[src/common/posit_pkg.sv]
package posit_pkg;

    // Default posit format, overridden from the top level
    parameter int POSIT_N_DEF = 8;
    parameter int POSIT_ES_DEF = 2;

    // Register stages per block
    // Every block is two registers deep, the strobe chains follow these
    parameter int DECODE_LAT = 2;
    parameter int ALIGN_LAT = 2;
    parameter int NORM_LAT = 2;

    // Start to done, in cycles
    parameter int ADD_LAT = DECODE_LAT + ALIGN_LAT + NORM_LAT;

endpackage
[src/verilog/posit_adder.sv]
module posit_adder
    import posit_pkg::*;
#(
    parameter int N = POSIT_N_DEF,
    parameter int ES = POSIT_ES_DEF,
    localparam int BS = $clog2(N)
)
(
    input  logic         aclk,
    input  logic         rst_i,
    input  logic [N-1:0] a_i,
    input  logic [N-1:0] b_i,
    input  logic         start_i,
    output logic [N-1:0] sum_o,
    output logic         zero_o,
    output logic         inf_o,
    output logic         done_o
);

    typedef logic [BS-1:0] run_t;
    typedef logic [ES-1:0] exp_t;
    typedef logic [N-ES:0] frac_t;
    typedef logic [N-ES+1:0] sum_t;
    typedef logic signed [ES+BS+1:0] scale_t;

    // Decode to align-add
    logic d_lg_sign;
    logic d_op_add;
    logic d_lg_rc;
    run_t d_lg_regime;
    exp_t d_lg_exp;
    frac_t d_lg_frac;
    logic d_sm_rc;
    run_t d_sm_regime;
    exp_t d_sm_exp;
    frac_t d_sm_frac;
    logic d_zero;
    logic d_inf;
    logic d_valid;

    // Align-add to normalize
    sum_t s_frac;
    scale_t s_scale;
    logic s_sign;
    logic s_zero;
    logic s_inf;
    logic s_valid;

    posit_decode #(
        .N(N),
        .ES(ES)
    ) i_decode (
        .aclk(aclk),
        .rst_i(rst_i),
        .a_i(a_i),
        .b_i(b_i),
        .start_i(start_i),
        .lg_sign_o(d_lg_sign),
        .op_add_o(d_op_add),
        .lg_rc_o(d_lg_rc),
        .lg_regime_o(d_lg_regime),
        .lg_exp_o(d_lg_exp),
        .lg_frac_o(d_lg_frac),
        .sm_rc_o(d_sm_rc),
        .sm_regime_o(d_sm_regime),
        .sm_exp_o(d_sm_exp),
        .sm_frac_o(d_sm_frac),
        .zero_o(d_zero),
        .inf_o(d_inf),
        .valid_o(d_valid)
    );

    posit_align_add #(
        .N(N),
        .ES(ES)
    ) i_align_add (
        .aclk(aclk),
        .rst_i(rst_i),
        .lg_sign_i(d_lg_sign),
        .op_add_i(d_op_add),
        .lg_rc_i(d_lg_rc),
        .lg_regime_i(d_lg_regime),
        .lg_exp_i(d_lg_exp),
        .lg_frac_i(d_lg_frac),
        .sm_rc_i(d_sm_rc),
        .sm_regime_i(d_sm_regime),
        .sm_exp_i(d_sm_exp),
        .sm_frac_i(d_sm_frac),
        .zero_i(d_zero),
        .inf_i(d_inf),
        .valid_i(d_valid),
        .sum_frac_o(s_frac),
        .lg_scale_o(s_scale),
        .sign_o(s_sign),
        .zero_o(s_zero),
        .inf_o(s_inf),
        .valid_o(s_valid)
    );

    // Outputs of this stage are the adder outputs
    posit_normalize #(
        .N(N),
        .ES(ES)
    ) i_normalize (
        .aclk(aclk),
        .rst_i(rst_i),
        .sum_frac_i(s_frac),
        .lg_scale_i(s_scale),
        .sign_i(s_sign),
        .zero_i(s_zero),
        .inf_i(s_inf),
        .valid_i(s_valid),
        .sum_o(sum_o),
        .zero_o(zero_o),
        .inf_o(inf_o),
        .done_o(done_o)
    );

endmodule

[src/posit_add/posit_normalize.sv]
module posit_normalize
    import posit_pkg::*;
#(
    parameter int N = POSIT_N_DEF,
    parameter int ES = POSIT_ES_DEF,
    localparam int BS = $clog2(N)
)
(
    input  logic                    aclk,
    input  logic                    rst_i,
    input  logic [N-ES+1:0]         sum_frac_i,
    input  logic signed [ES+BS+1:0] lg_scale_i,
    input  logic                    sign_i,
    input  logic                    zero_i,
    input  logic                    inf_i,
    input  logic                    valid_i,
    output logic [N-1:0]            sum_o,
    output logic                    zero_o,
    output logic                    inf_o,
    output logic                    done_o
);

    // Sum width with carry, packed word width
    localparam int SW = N - ES + 2;
    localparam int PW = N + 3;

    typedef logic [N-1:0] posit_t;
    typedef logic [BS-1:0] run_t;
    typedef logic [ES-1:0] exp_t;
    typedef logic [N-ES+1:0] sum_t;
    typedef logic [N-ES:0] frac_t;
    typedef logic signed [ES+BS+1:0] scale_t;
    typedef logic [$clog2(SW)-1:0] lz_t;

    // Stage 1
    lz_t lz;
    sum_t norm;
    scale_t scale_n;
    frac_t frac_q;
    scale_t scale_q;
    logic sign_q;
    logic fz_q;
    logic zero_q;
    logic inf_q;
    logic [NORM_LAT-1:0] vld_q;

    // Stage 2
    scale_t k;
    logic k_pos;
    scale_t run_full;
    run_t run;
    logic signed [PW-1:0] pack_w;
    logic signed [PW-1:0] pack_sh;
    posit_t mag;
    posit_t word;

    // Zeros above the leading one
    function automatic lz_t lead_zeros(input sum_t s);
        logic found;
        lz_t n;
        found = 1'b0;
        n = '0;
        for (int i = SW - 1; i >= 0; i--)
        begin
            if (!found && s[i])
            begin
                n = lz_t'(SW - 1 - i);
                found = 1'b1;
            end
        end
        return n;
    endfunction

    assign lz = lead_zeros(sum_frac_i);
    assign norm = sum_frac_i << lz;

    // Hidden bit sits one below the carry, so a carry gives plus one
    assign scale_n = lg_scale_i + scale_t'(1) - scale_t'(lz);

    always_ff @(posedge aclk)
    begin
        // Leading one itself is implied
        frac_q <= norm[SW-2:0];
        scale_q <= scale_n;
        sign_q <= sign_i;
        fz_q <= sum_frac_i == '0;
        zero_q <= zero_i;
        inf_q <= inf_i;
    end

    // Split scale, floor division keeps e positive
    assign k = scale_q >>> ES;
    assign k_pos = ~k[$bits(scale_t)-1];

    // Regime length, k+1 ones or -k zeros
    assign run_full = k_pos ? k + scale_t'(1) : -k;
    assign run = (run_full > scale_t'(N - 1)) ? run_t'(N - 1) : run_t'(run_full);

    // Top two bits start the run and end it
    assign pack_w = {k_pos, ~k_pos, exp_t'(scale_q), frac_q};

    // Sign fill stretches the run, low bits fall off
    assign pack_sh = pack_w >>> (run - 1'b1);
    assign mag = {1'b0, pack_sh[PW-1 -: N-1]};
    assign word = sign_q ? -mag : mag;

    always_ff @(posedge aclk)
    begin
        if (inf_q)
        begin
            sum_o <= {1'b1, {(N-1){1'b0}}};
        end
        else if (zero_q || fz_q)
        begin
            sum_o <= '0;
        end
        else
        begin
            sum_o <= word;
        end
        zero_o <= zero_q;
        inf_o <= inf_q;
    end

    always_ff @(posedge aclk)
    begin
        if (rst_i)
        begin
            vld_q <= '0;
        end
        else
        begin
            vld_q <= {vld_q[NORM_LAT-2:0], valid_i};
        end
    end

    assign done_o = vld_q[NORM_LAT-1];

    // Zero flag from decode must land on a clean zero result
    a_zero_sum: assert property (@(posedge aclk) disable iff (rst_i)
        zero_o |-> sum_o == '0 && !inf_o);

endmodule

[src/posit_add/posit_align_add.sv]
module posit_align_add
    import posit_pkg::*;
#(
    parameter int N = POSIT_N_DEF,
    parameter int ES = POSIT_ES_DEF,
    localparam int BS = $clog2(N)
)
(
    input  logic                   aclk,
    input  logic                   rst_i,
    input  logic                   lg_sign_i,
    input  logic                   op_add_i,
    input  logic                   lg_rc_i,
    input  logic [BS-1:0]          lg_regime_i,
    input  logic [ES-1:0]          lg_exp_i,
    input  logic [N-ES:0]          lg_frac_i,
    input  logic                   sm_rc_i,
    input  logic [BS-1:0]          sm_regime_i,
    input  logic [ES-1:0]          sm_exp_i,
    input  logic [N-ES:0]          sm_frac_i,
    input  logic                   zero_i,
    input  logic                   inf_i,
    input  logic                   valid_i,
    output logic [N-ES+1:0]        sum_frac_o,
    output logic signed [ES+BS+1:0] lg_scale_o,
    output logic                   sign_o,
    output logic                   zero_o,
    output logic                   inf_o,
    output logic                   valid_o
);

    // Fraction width, also the largest useful shift
    localparam int FW = N - ES + 1;
    localparam int SHW = $clog2(FW + 1);

    typedef logic [BS-1:0] run_t;
    typedef logic [ES-1:0] exp_t;
    typedef logic [N-ES:0] frac_t;
    typedef logic [N-ES+1:0] sum_t;
    typedef logic signed [ES+BS+1:0] scale_t;
    typedef logic [SHW-1:0] shamt_t;

    scale_t lg_scale;
    scale_t sm_scale;
    scale_t scale_diff;
    shamt_t shamt;

    // Stage 1
    frac_t lg_frac_q;
    frac_t sm_frac_q;
    shamt_t shamt_q;
    scale_t lg_scale_q;
    logic op_add_q;
    logic sign_q;
    logic zero_q;
    logic inf_q;
    logic [ALIGN_LAT-1:0] vld_q;

    // Stage 2
    frac_t sm_shift;
    frac_t drop_mask;
    logic sticky;
    sum_t sum_c;

    // Scale is k * 2^ES + e, k from the regime run
    function automatic scale_t to_scale(input logic rc, input run_t run, input exp_t e);
        scale_t k;
        k = rc ? scale_t'(run) - scale_t'(1) : -scale_t'(run);
        return (k <<< ES) + scale_t'(e);
    endfunction

    assign lg_scale = to_scale(lg_rc_i, lg_regime_i, lg_exp_i);
    assign sm_scale = to_scale(sm_rc_i, sm_regime_i, sm_exp_i);
    assign scale_diff = lg_scale - sm_scale;

    // Beyond FW the small fraction is gone entirely
    assign shamt = (scale_diff > scale_t'(FW)) ? shamt_t'(FW) : shamt_t'(scale_diff);

    always_ff @(posedge aclk)
    begin
        lg_frac_q <= lg_frac_i;
        sm_frac_q <= sm_frac_i;
        shamt_q <= shamt;
        lg_scale_q <= lg_scale;
        op_add_q <= op_add_i;
        sign_q <= lg_sign_i;
        zero_q <= zero_i;
        inf_q <= inf_i;
    end

    // Align small fraction
    assign sm_shift = sm_frac_q >> shamt_q;
    assign drop_mask = ~(frac_t'('1) << shamt_q);
    assign sticky = |(sm_frac_q & drop_mask);

    // Lost bits on a subtract pull the difference one step down,
    // which keeps the later truncation exact
    assign sum_c = op_add_q ? sum_t'(lg_frac_q) + sum_t'(sm_shift)
                            : sum_t'(lg_frac_q) - sum_t'(sm_shift) - sum_t'(sticky);

    always_ff @(posedge aclk)
    begin
        sum_frac_o <= sum_c;
        lg_scale_o <= lg_scale_q;
        sign_o <= sign_q;
        zero_o <= zero_q;
        inf_o <= inf_q;
    end

    always_ff @(posedge aclk)
    begin
        if (rst_i)
        begin
            vld_q <= '0;
        end
        else
        begin
            vld_q <= {vld_q[ALIGN_LAT-2:0], valid_i};
        end
    end

    assign valid_o = vld_q[ALIGN_LAT-1];

    // Relies on the magnitude ordering done in decode
    a_diff_pos: assert property (@(posedge aclk) disable iff (rst_i)
        valid_i && !zero_i && !inf_i |-> scale_diff >= 0);

endmodule

[src/posit_add/posit_decode.sv]
module posit_decode
    import posit_pkg::*;
#(
    parameter int N = POSIT_N_DEF,
    parameter int ES = POSIT_ES_DEF,
    localparam int BS = $clog2(N)
)
(
    input  logic          aclk,
    input  logic          rst_i,
    input  logic [N-1:0]  a_i,
    input  logic [N-1:0]  b_i,
    input  logic          start_i,
    output logic          lg_sign_o,
    output logic          op_add_o,
    output logic          lg_rc_o,
    output logic [BS-1:0] lg_regime_o,
    output logic [ES-1:0] lg_exp_o,
    output logic [N-ES:0] lg_frac_o,
    output logic          sm_rc_o,
    output logic [BS-1:0] sm_regime_o,
    output logic [ES-1:0] sm_exp_o,
    output logic [N-ES:0] sm_frac_o,
    output logic          zero_o,
    output logic          inf_o,
    output logic          valid_o
);

    typedef logic [N-1:0] posit_t;
    typedef logic [BS-1:0] run_t;
    typedef logic [ES-1:0] exp_t;
    typedef logic [N-ES:0] frac_t;

    // Stage 1, raw operands and their flags
    posit_t a_q;
    posit_t b_q;
    logic a_sign_q;
    logic b_sign_q;
    logic a_nz_q;
    logic b_nz_q;
    logic a_nar_q;
    logic b_nar_q;

    // Strobe chain
    logic [DECODE_LAT-1:0] vld_q;

    // Stage 2, field extraction
    posit_t a_abs;
    posit_t b_abs;
    run_t a_run;
    run_t b_run;
    logic [N-2:0] a_rest;
    logic [N-2:0] b_rest;
    frac_t a_frac;
    frac_t b_frac;
    logic a_ge_b;

    // Length of the regime run, counted from below the sign bit
    function automatic run_t count_run(input posit_t x);
        logic rc;
        logic run_end;
        run_t n;
        rc = x[N-2];
        run_end = 1'b0;
        n = '0;
        for (int i = N - 2; i >= 0; i--)
        begin
            if (!run_end && x[i] == rc)
            begin
                n = n + 1'b1;
            end
            else
            begin
                run_end = 1'b1;
            end
        end
        return n;
    endfunction

    always_ff @(posedge aclk)
    begin
        a_q <= a_i;
        b_q <= b_i;
        a_sign_q <= a_i[N-1];
        b_sign_q <= b_i[N-1];
        a_nz_q <= |a_i[N-2:0];
        b_nz_q <= |b_i[N-2:0];
        // NaR is the sign bit alone
        a_nar_q <= a_i[N-1] & ~(|a_i[N-2:0]);
        b_nar_q <= b_i[N-1] & ~(|b_i[N-2:0]);
    end

    // Negative posits are decoded from their two's complement
    assign a_abs = a_sign_q ? -a_q : a_q;
    assign b_abs = b_sign_q ? -b_q : b_q;

    assign a_run = count_run(a_abs);
    assign b_run = count_run(b_abs);

    // Drop regime run and its terminating bit, exponent is then on top
    assign a_rest = a_abs[N-2:0] << (int'(a_run) + 1);
    assign b_rest = b_abs[N-2:0] << (int'(b_run) + 1);

    // Hidden bit, fraction, one guard bit for the alignment shift
    assign a_frac = {a_nz_q, a_rest[N-2-ES:0], 1'b0};
    assign b_frac = {b_nz_q, b_rest[N-2-ES:0], 1'b0};

    // Posit order follows the bit pattern of the magnitude
    assign a_ge_b = a_abs[N-2:0] >= b_abs[N-2:0];

    always_ff @(posedge aclk)
    begin
        lg_sign_o <= a_ge_b ? a_sign_q : b_sign_q;
        op_add_o <= a_sign_q == b_sign_q;
        lg_rc_o <= a_ge_b ? a_abs[N-2] : b_abs[N-2];
        lg_regime_o <= a_ge_b ? a_run : b_run;
        lg_exp_o <= a_ge_b ? a_rest[N-2 -: ES] : b_rest[N-2 -: ES];
        lg_frac_o <= a_ge_b ? a_frac : b_frac;
        sm_rc_o <= a_ge_b ? b_abs[N-2] : a_abs[N-2];
        sm_regime_o <= a_ge_b ? b_run : a_run;
        sm_exp_o <= a_ge_b ? b_rest[N-2 -: ES] : a_rest[N-2 -: ES];
        sm_frac_o <= a_ge_b ? b_frac : a_frac;
        // Both operands zero
        zero_o <= ~(a_sign_q | a_nz_q | b_sign_q | b_nz_q);
        inf_o <= a_nar_q | b_nar_q;
    end

    always_ff @(posedge aclk)
    begin
        if (rst_i)
        begin
            vld_q <= '0;
        end
        else
        begin
            vld_q <= {vld_q[DECODE_LAT-2:0], start_i};
        end
    end

    assign valid_o = vld_q[DECODE_LAT-1];

    // A zero operand is never NaR, so the flags exclude each other
    a_flags_excl: assert property (@(posedge aclk) disable iff (rst_i)
        !(zero_o && inf_o));

endmodule

[config.mk]
export PLATFORM = sky130hd
export DESIGN_NAME = posit_adder
export DESIGN_NICKNAME = d
export VERILOG_FILES = /design/src/common/posit_pkg.sv /design/src/verilog/posit_adder.sv /design/src/posit_add/posit_normalize.sv /design/src/posit_add/posit_align_add.sv /design/src/posit_add/posit_decode.sv
export SDC_FILE = /design/constraint.sdc
export NUM_CORES = 1
export LEC_CHECK = 0
export BUFFER_PORTS_ARGS = -buffer_cell sky130_fd_sc_hd__buf_2
export CAP_MARGIN = 20
export CORE_AREA = 2 2 112 114
export DETAILED_ROUTE_END_ITERATION = 16
export DIE_AREA = 0 0 114 116
export PLACE_DENSITY_LB_ADDON = 0.12
export RECOVER_POWER = 50
export SLEW_MARGIN = 5
export SYNTH_ARGS = -nofsm -noshare
export SYNTH_HDL_FRONTEND = slang
export SYNTH_SLANG_ARGS = --single-unit
[constraint.sdc]
create_clock -name aclk -period 5.3 [get_ports aclk]
set_input_delay 0 -clock aclk [delete_from_list [all_inputs] [get_ports aclk]]
set_output_delay 0 -clock aclk [all_outputs]
set_load 0.02 [all_outputs]
Yosys cells after proc, flatten, opt, wreduce, memory -nomap -nowiden
Cells that the tools add are included.
W data, S select, Z words.
Storage, ports and cells
  logic and storage cells: 202
  register bits: 130
  output and inout port bits: 11
  bits of input ports: 19
Operators by class
  multiplexer cells: 54
  reduce and logical (&&, ||, !) cells: 38
  equal/unequal tests: 13
  $lt $le $gt $ge: 3
  bitwise operators: 12
  add/subtract/negate cells: 30
  shifts and indexed selects: 6
Operators with widths (number)
  $shl A7 B32 Y7: 2
  $mux W3: 19
  $mux W7: 5
  $add A3 B1 Y3 const B: 9
  $mux W8: 3
  $mux W1: 21
  $reduce_or A7 Y1: 3
  $logic_and A1 B1 Y1: 17
  $logic_not A1 Y1: 15
  $add A7 B3 Y7: 2
  $gt A7 B4 Y1 const B: 2
  $neg A7 Y7: 2
  $eq A1 B1 Y1: 13
  $sshr A11 B3 Y11: 1
  $mux W5: 2
  $neg A3 Y5: 2
  $add A3 B1 Y4 const B: 2
  $add A7 B7 Y8: 1
  $logic_not A8 Y1: 1
  $mux W2: 4
  $neg A7 Y8: 1
  $shl A8 B3 Y7: 1
  $sub A3 B1 Y4 const B: 2
  $sub A7 B7 Y8: 1
  other kinds (18): 25

Logic depth before layout (Yosys ltp)
  depth in word-level cells: 23
  mapped depth: 19
  gate-level depth less buffers: 17

By module
From an unflattened synthesis, not the netlist that was laid out.
Second synthesis, totals
  cell total of the unflattened synthesis: 783
  area total of the unflattened synthesis: 7120.6 µm²
By module, submodules not included
  posit_decode: times used 1, seq. area each 1001.0 µm², cells an instance 307, area an instance 2771.4 µm²
  posit_align_add: times used 1, seq. area each 960.9 µm², cells an instance 262, area an instance 2534.9 µm²
  posit_normalize: times used 1, seq. area each 520.5 µm², cells an instance 214, area an instance 1814.2 µm²

Worst setup path before layout
Ideal clock, no wire load.
  path type: reg2reg
  start: register i_decode.b_q[0]
  end: register i_decode.sm_frac_o[5]
  clock period less this slack: 3.470 ns
  path buffers: 2
  data required time: 5.173 ns
  slack: 1.830 ns
  stages on the path, launching flop included: 17
  arrival time: 3.343 ns
  setup time: 0.127 ns
  cells stage by stage: dfxtp_1 buf_2 inv_2 ha_1 nor3b_1 o211ai_2 inv_2 o32ai_4 mux2i_1 mux2_2 inv_1 ha_1 clkbuf_1 xnor2_2 and2_1 a211oi_2 o22ai_1
On the way
  word-level cells in the longest chain between the ends: 20
  elaborated cells on any way between the ends: 37
  classes of those cells: add/sub: 7; order compare: 1; eq/ne: 6; shift: 1; mux: 13; reduce/logical: 9
Ends and longest elaborated chain
  start: declaration: line posit_decode.sv:36  | posit_t b_q;
  start signal: assignment: line posit_decode.sv:83  | b_q <= b_i;
  $neg A7 Y7: line posit_decode.sv:95  | assign b_abs = b_sign_q ? -b_q : b_q;
  $mux W7 (*): line posit_decode.sv:95
  parallel branches: the longest is 17 deep, another holds $add A2 B1 Y3
  $mux W7 (*): line posit_decode.sv:122  | sm_frac_o <= a_ge_b ? b_frac : a_frac;
  end signal: assignment: line posit_decode.sv:122
  end: declaration: line posit_decode.sv:23  | output logic [N-ES:0] sm_frac_o,
Mark *: on every way between the ends.
A chain may end at the register's enable or synchronous reset.

Final worst setup path
  start: register i_decode.b_q[0]
  end: register i_decode.sm_exp_o[1]
On the way
  word-level cells in the longest chain between the ends: 20
  elaborated cells on any way between the ends: 37
  classes of those cells: add/sub: 7; order compare: 1; eq/ne: 6; shift: 1; mux: 13; reduce/logical: 9
Ends and longest elaborated chain
  $neg A7 Y7: line posit_decode.sv:95
  $mux W7 (*): line posit_decode.sv:95
  parallel branches: the longest is 17 deep, another holds $add A2 B1 Y3
  $mux W2 (*): line posit_decode.sv:121  | sm_exp_o <= a_ge_b ? b_rest[N-2 -: ES] : a_rest[N-2 -: ES];
  end signal: assignment: line posit_decode.sv:121
  end: declaration: line posit_decode.sv:22  | output logic [ES-1:0] sm_exp_o,
Marks and branches as above.

==> impl_metrics.tcl <==
set metrics [dict create \
    synth.distinct_cells 90 \
    htreeDepth 4 \
    overflow 0 \
    netlist_top_cells_count "dfxtp_1, inv_1, nand2_1" \
    hp-class "in -> reg" \
    holdWs_ns 0.239 \
    die_x_um 114 \
    switching_share_pct 42.5 \
    final_nets 909 \
    globalRouteTotalUtil_pct 23.7 \
    start_kind "flop" \
    power_density_mw_per_mm2 739 \
    hold_violations 0 \
    comb_power_share_pct 55.2 \
    slew_headroom_pct 37.8 \
    synth_top_area_share_pct 34.5 \
    status "completed" \
    ys_top_cells_by_area "dfxtp_1, ha_1, inv_1" \
    post-route-drc-count 0 \
    final_cell_area_mm2 0.00807 \
    grt_pass1_wl_mm 25.2 \
    post_cts_buffers 0 \
    async_reset_ff_share_pct 0 \
    std_cell_rows 40 \
    synth_edf_count 0 \
    setup_viol 0 \
    p_leak_nw 3.58 \
    rsz0062_at_grt "false" \
    p_sw_mw 2.53 \
    drv_cap 0 \
    cts_resized 0 \
    p_seq_share_pct 25.0 \
    intPower_mw 3.43 \
    clk_pin_slew_ns 0.06 \
    cp.required_ns 5.59 \
    path_class "reg -> reg" \
    finalWorstSetupSlack_ns 0.988 \
    period_needed_ns 4.31 \
    numCtsBuffers 17 \
    dp_slack_ns 1.09 \
    core_mm2 0.0119 \
    wirelength_mm 14.9 \
    first_pass_iters 5 \
    postPlaceCellArea_mm2 0.00729 \
    first_iter_violations 351 \
    synth.ff_latch_count 122 \
    synth_top_flop_cell "dfxtp_1" \
    die_area_mm2 0.0132 \
    drive_above_1_share_pct 10.7 \
    vias 5659 \
    dp_hpwl_mm 11.3 \
    area_delta_synth_final_pct 13.9 \
    post_drt_wl_per_cell_um 15.0 \
    p_total_mw 5.96 \
    die_y_um 116 \
    vias_per_cell 5.72 \
    cp-end-kind "flop" \
    ant_nets 0 \
    cts_tree "built" \
    gp_congestion 0.872 \
    antenna_found_initial 0 \
    synth_nets 867 \
    synth_top_cell_by_area "dfxtp_1" \
    max_clock_freq_mhz 232 \
    vdd_ir_drop_max_mv 0.333 \
    grt_pass1_vias 5542 \
    slew_violations 0 \
    yosysWarnings 0 \
    antenna_cells 0 \
    tns_ns 0 \
    num_io_pins 30 \
    syn_area_mm2 0.00709 \
    synth_most_common_cell "dfxtp_1" \
    cp_max_fo 13 \
    fin_crit_sh_pct 81.4 \
    ys_seq_area_share_pct 34.5 \
    cp.arrival_ns 4.60 \
    grt_max_degree 22 \
    cts-root-buf "clkbuf_16" \
    cts_num_sinks 122 \
    clk_latency_ns 0.41 \
    start_util_pct 59.5 \
    syn_inst 788 \
    skew_ns 0.0107 \
    p_clk_share_pct 19.8 \
    syn_avg_cell_area_um2 8.99 \
    io_buffers 29 \
    worstMarginPinSlew_ns 0.931 \
    ctsLongestPathBuffers 2 \
]
## critical path: stages, from the launching register on
cell and delay [ns]:
dfxtp_1 0.62, inv_2 0.15, ha_1 0.29, nor3b_1 0.17, o211ai_2 0.38, inv_2 0.15, o32ai_4 0.46, o21ai_0 0.14
o21ai_0 0.10, mux2_2 0.21, inv_1 0.05, ha_1 0.55, inv_1 0.15, a211oi_1 0.25, a21oi_1 0.07, o21ai_0 0.30
o32ai_1 0.13
## layer usage
layer	track usage [%]	vias to the layer above	part of all wire, %
met3	5.13	17	3.3
met1	27.0	2624	43
met2	44.7	140	52
li1	-	2878	-
met4	6.83	0	1.2
met5	0	-	0
## path summary, 6_finish.rpt
check | slack (ns) | from | cells after the start | end
setup reg to reg | 0.99 | i_decode.b_q[0] | 16 | i_decode.sm_exp_o[1]
hold reg to reg | 0.32 | i_decode.op_add_o | 0 | i_align_add.op_add_q
setup / recovery | 0.99 | i_decode.b_q[0] | 16 | i_decode.sm_exp_o[1]
hold / removal | 0.24 | b_i[7] | 2 | i_decode.b_sign_q
## sequential cells by signal (all words and copies together), names as in the netlist, 2 cells and up
| register | flops |
|---|---|
| i_decode.sm_exp_o | 2 |
| i_align_add.lg_frac_q | 6 |
| i_decode.sm_frac_o | 6 |
| i_normalize.frac_q | 3 |
| i_align_add.lg_scale_o | 7 |
| i_decode.vld_q | 2 |
| i_align_add.sm_frac_q | 6 |
| i_decode.lg_frac_o | 6 |
| i_align_add.shamt_q | 3 |
| i_align_add.vld_q | 2 |
| i_decode.b_q | 7 |
| i_decode.sm_regime_o | 3 |
| i_normalize.sum_o | 8 |
| i_align_add.lg_scale_q | 7 |
| i_align_add.sum_frac_o | 8 |
| i_decode.lg_regime_o | 3 |
| i_decode.a_q | 7 |
| i_decode.lg_exp_o | 2 |
| i_normalize.vld_q | 2 |
| i_normalize.scale_q | 7 |
## per-stage QoR
step,util (%),instances
2_1_floorplan,-,788
3_3_place_gp,61.2,939
3_5_place_dp,61.2,939
4_1_cts,68.0,990
5_1_grt,67.8,990
6_report,67.8,990
## logic make-up (layout without fill, tap and decap cells)
logic type      count (synthesis)  count (layout)  share of synthesized area, %
simple gates                  221             221                          16.1
compound gates                202             202                          21.5
flops                         122             122                          34.5
buf+inv                       115             170                          6.62
fa+ha+maj                      60              60                          11.0
xor+xnor                       41              41                          5.75
mux                            27              27                          4.59
## power groups by stage
| stage | Clock, mW | Combinational, mW | Sequential (mW) |
|---|---|---|---|
| global route | 1.24 | 3.74 | 1.53 |
| finish | 1.18 | 3.29 | 1.49 |
| global placement | 0 | 3.13 | 1.50 |
| floorplan | 0 | 2.68 | 1.42 |
| CTS | 1.20 | 3.30 | 1.49 |
| detailed placement | 0 | 3.25 | 1.51 |
## layout make-up
type,count,area (µm²)
clock inverter,15,190
sequential,122,2440
inverter,89,334
tap,147,184
clock buffer,17,425
multi-input combinational,551,4180
timing repair buffer,49,314
fill,966,3840
## cells in the final DEF (no fill, tap or decap), types with 8 or more instances in the layout
master | netlist | final
o21bai_1 | 8 | 8
xnor2_1 | 20 | 20
nor2_1 | 52 | 52
dfxtp_1 | 122 | 122
nand2b_1 | 15 | 15
clkbuf_1 | 12 | 23
xor2_1 | 16 | 16
a21oi_1 | 49 | 49
dlygate4sd3_1 | 0 | 19
and2_1 | 9 | 9
nor3_1 | 17 | 17
clkbuf_16 | 0 | 17
o21ai_0 | 25 | 25
nand3_1 | 14 | 14
a31oi_1 | 9 | 9
mux2i_1 | 19 | 19
a211oi_1 | 10 | 10
o22ai_1 | 8 | 8
ha_1 | 56 | 56
inv_1 | 83 | 83
nand2_1 | 60 | 60
nor2b_1 | 10 | 10
a21o_1 | 12 | 12
## timing repair
item                                    4_1_cts  5_1_grt
endpoints found under the hold margin        26        0
hold buffers                                 19        0
endpoints found under the setup margin        0        0
(Power assumes the default switching activity.)
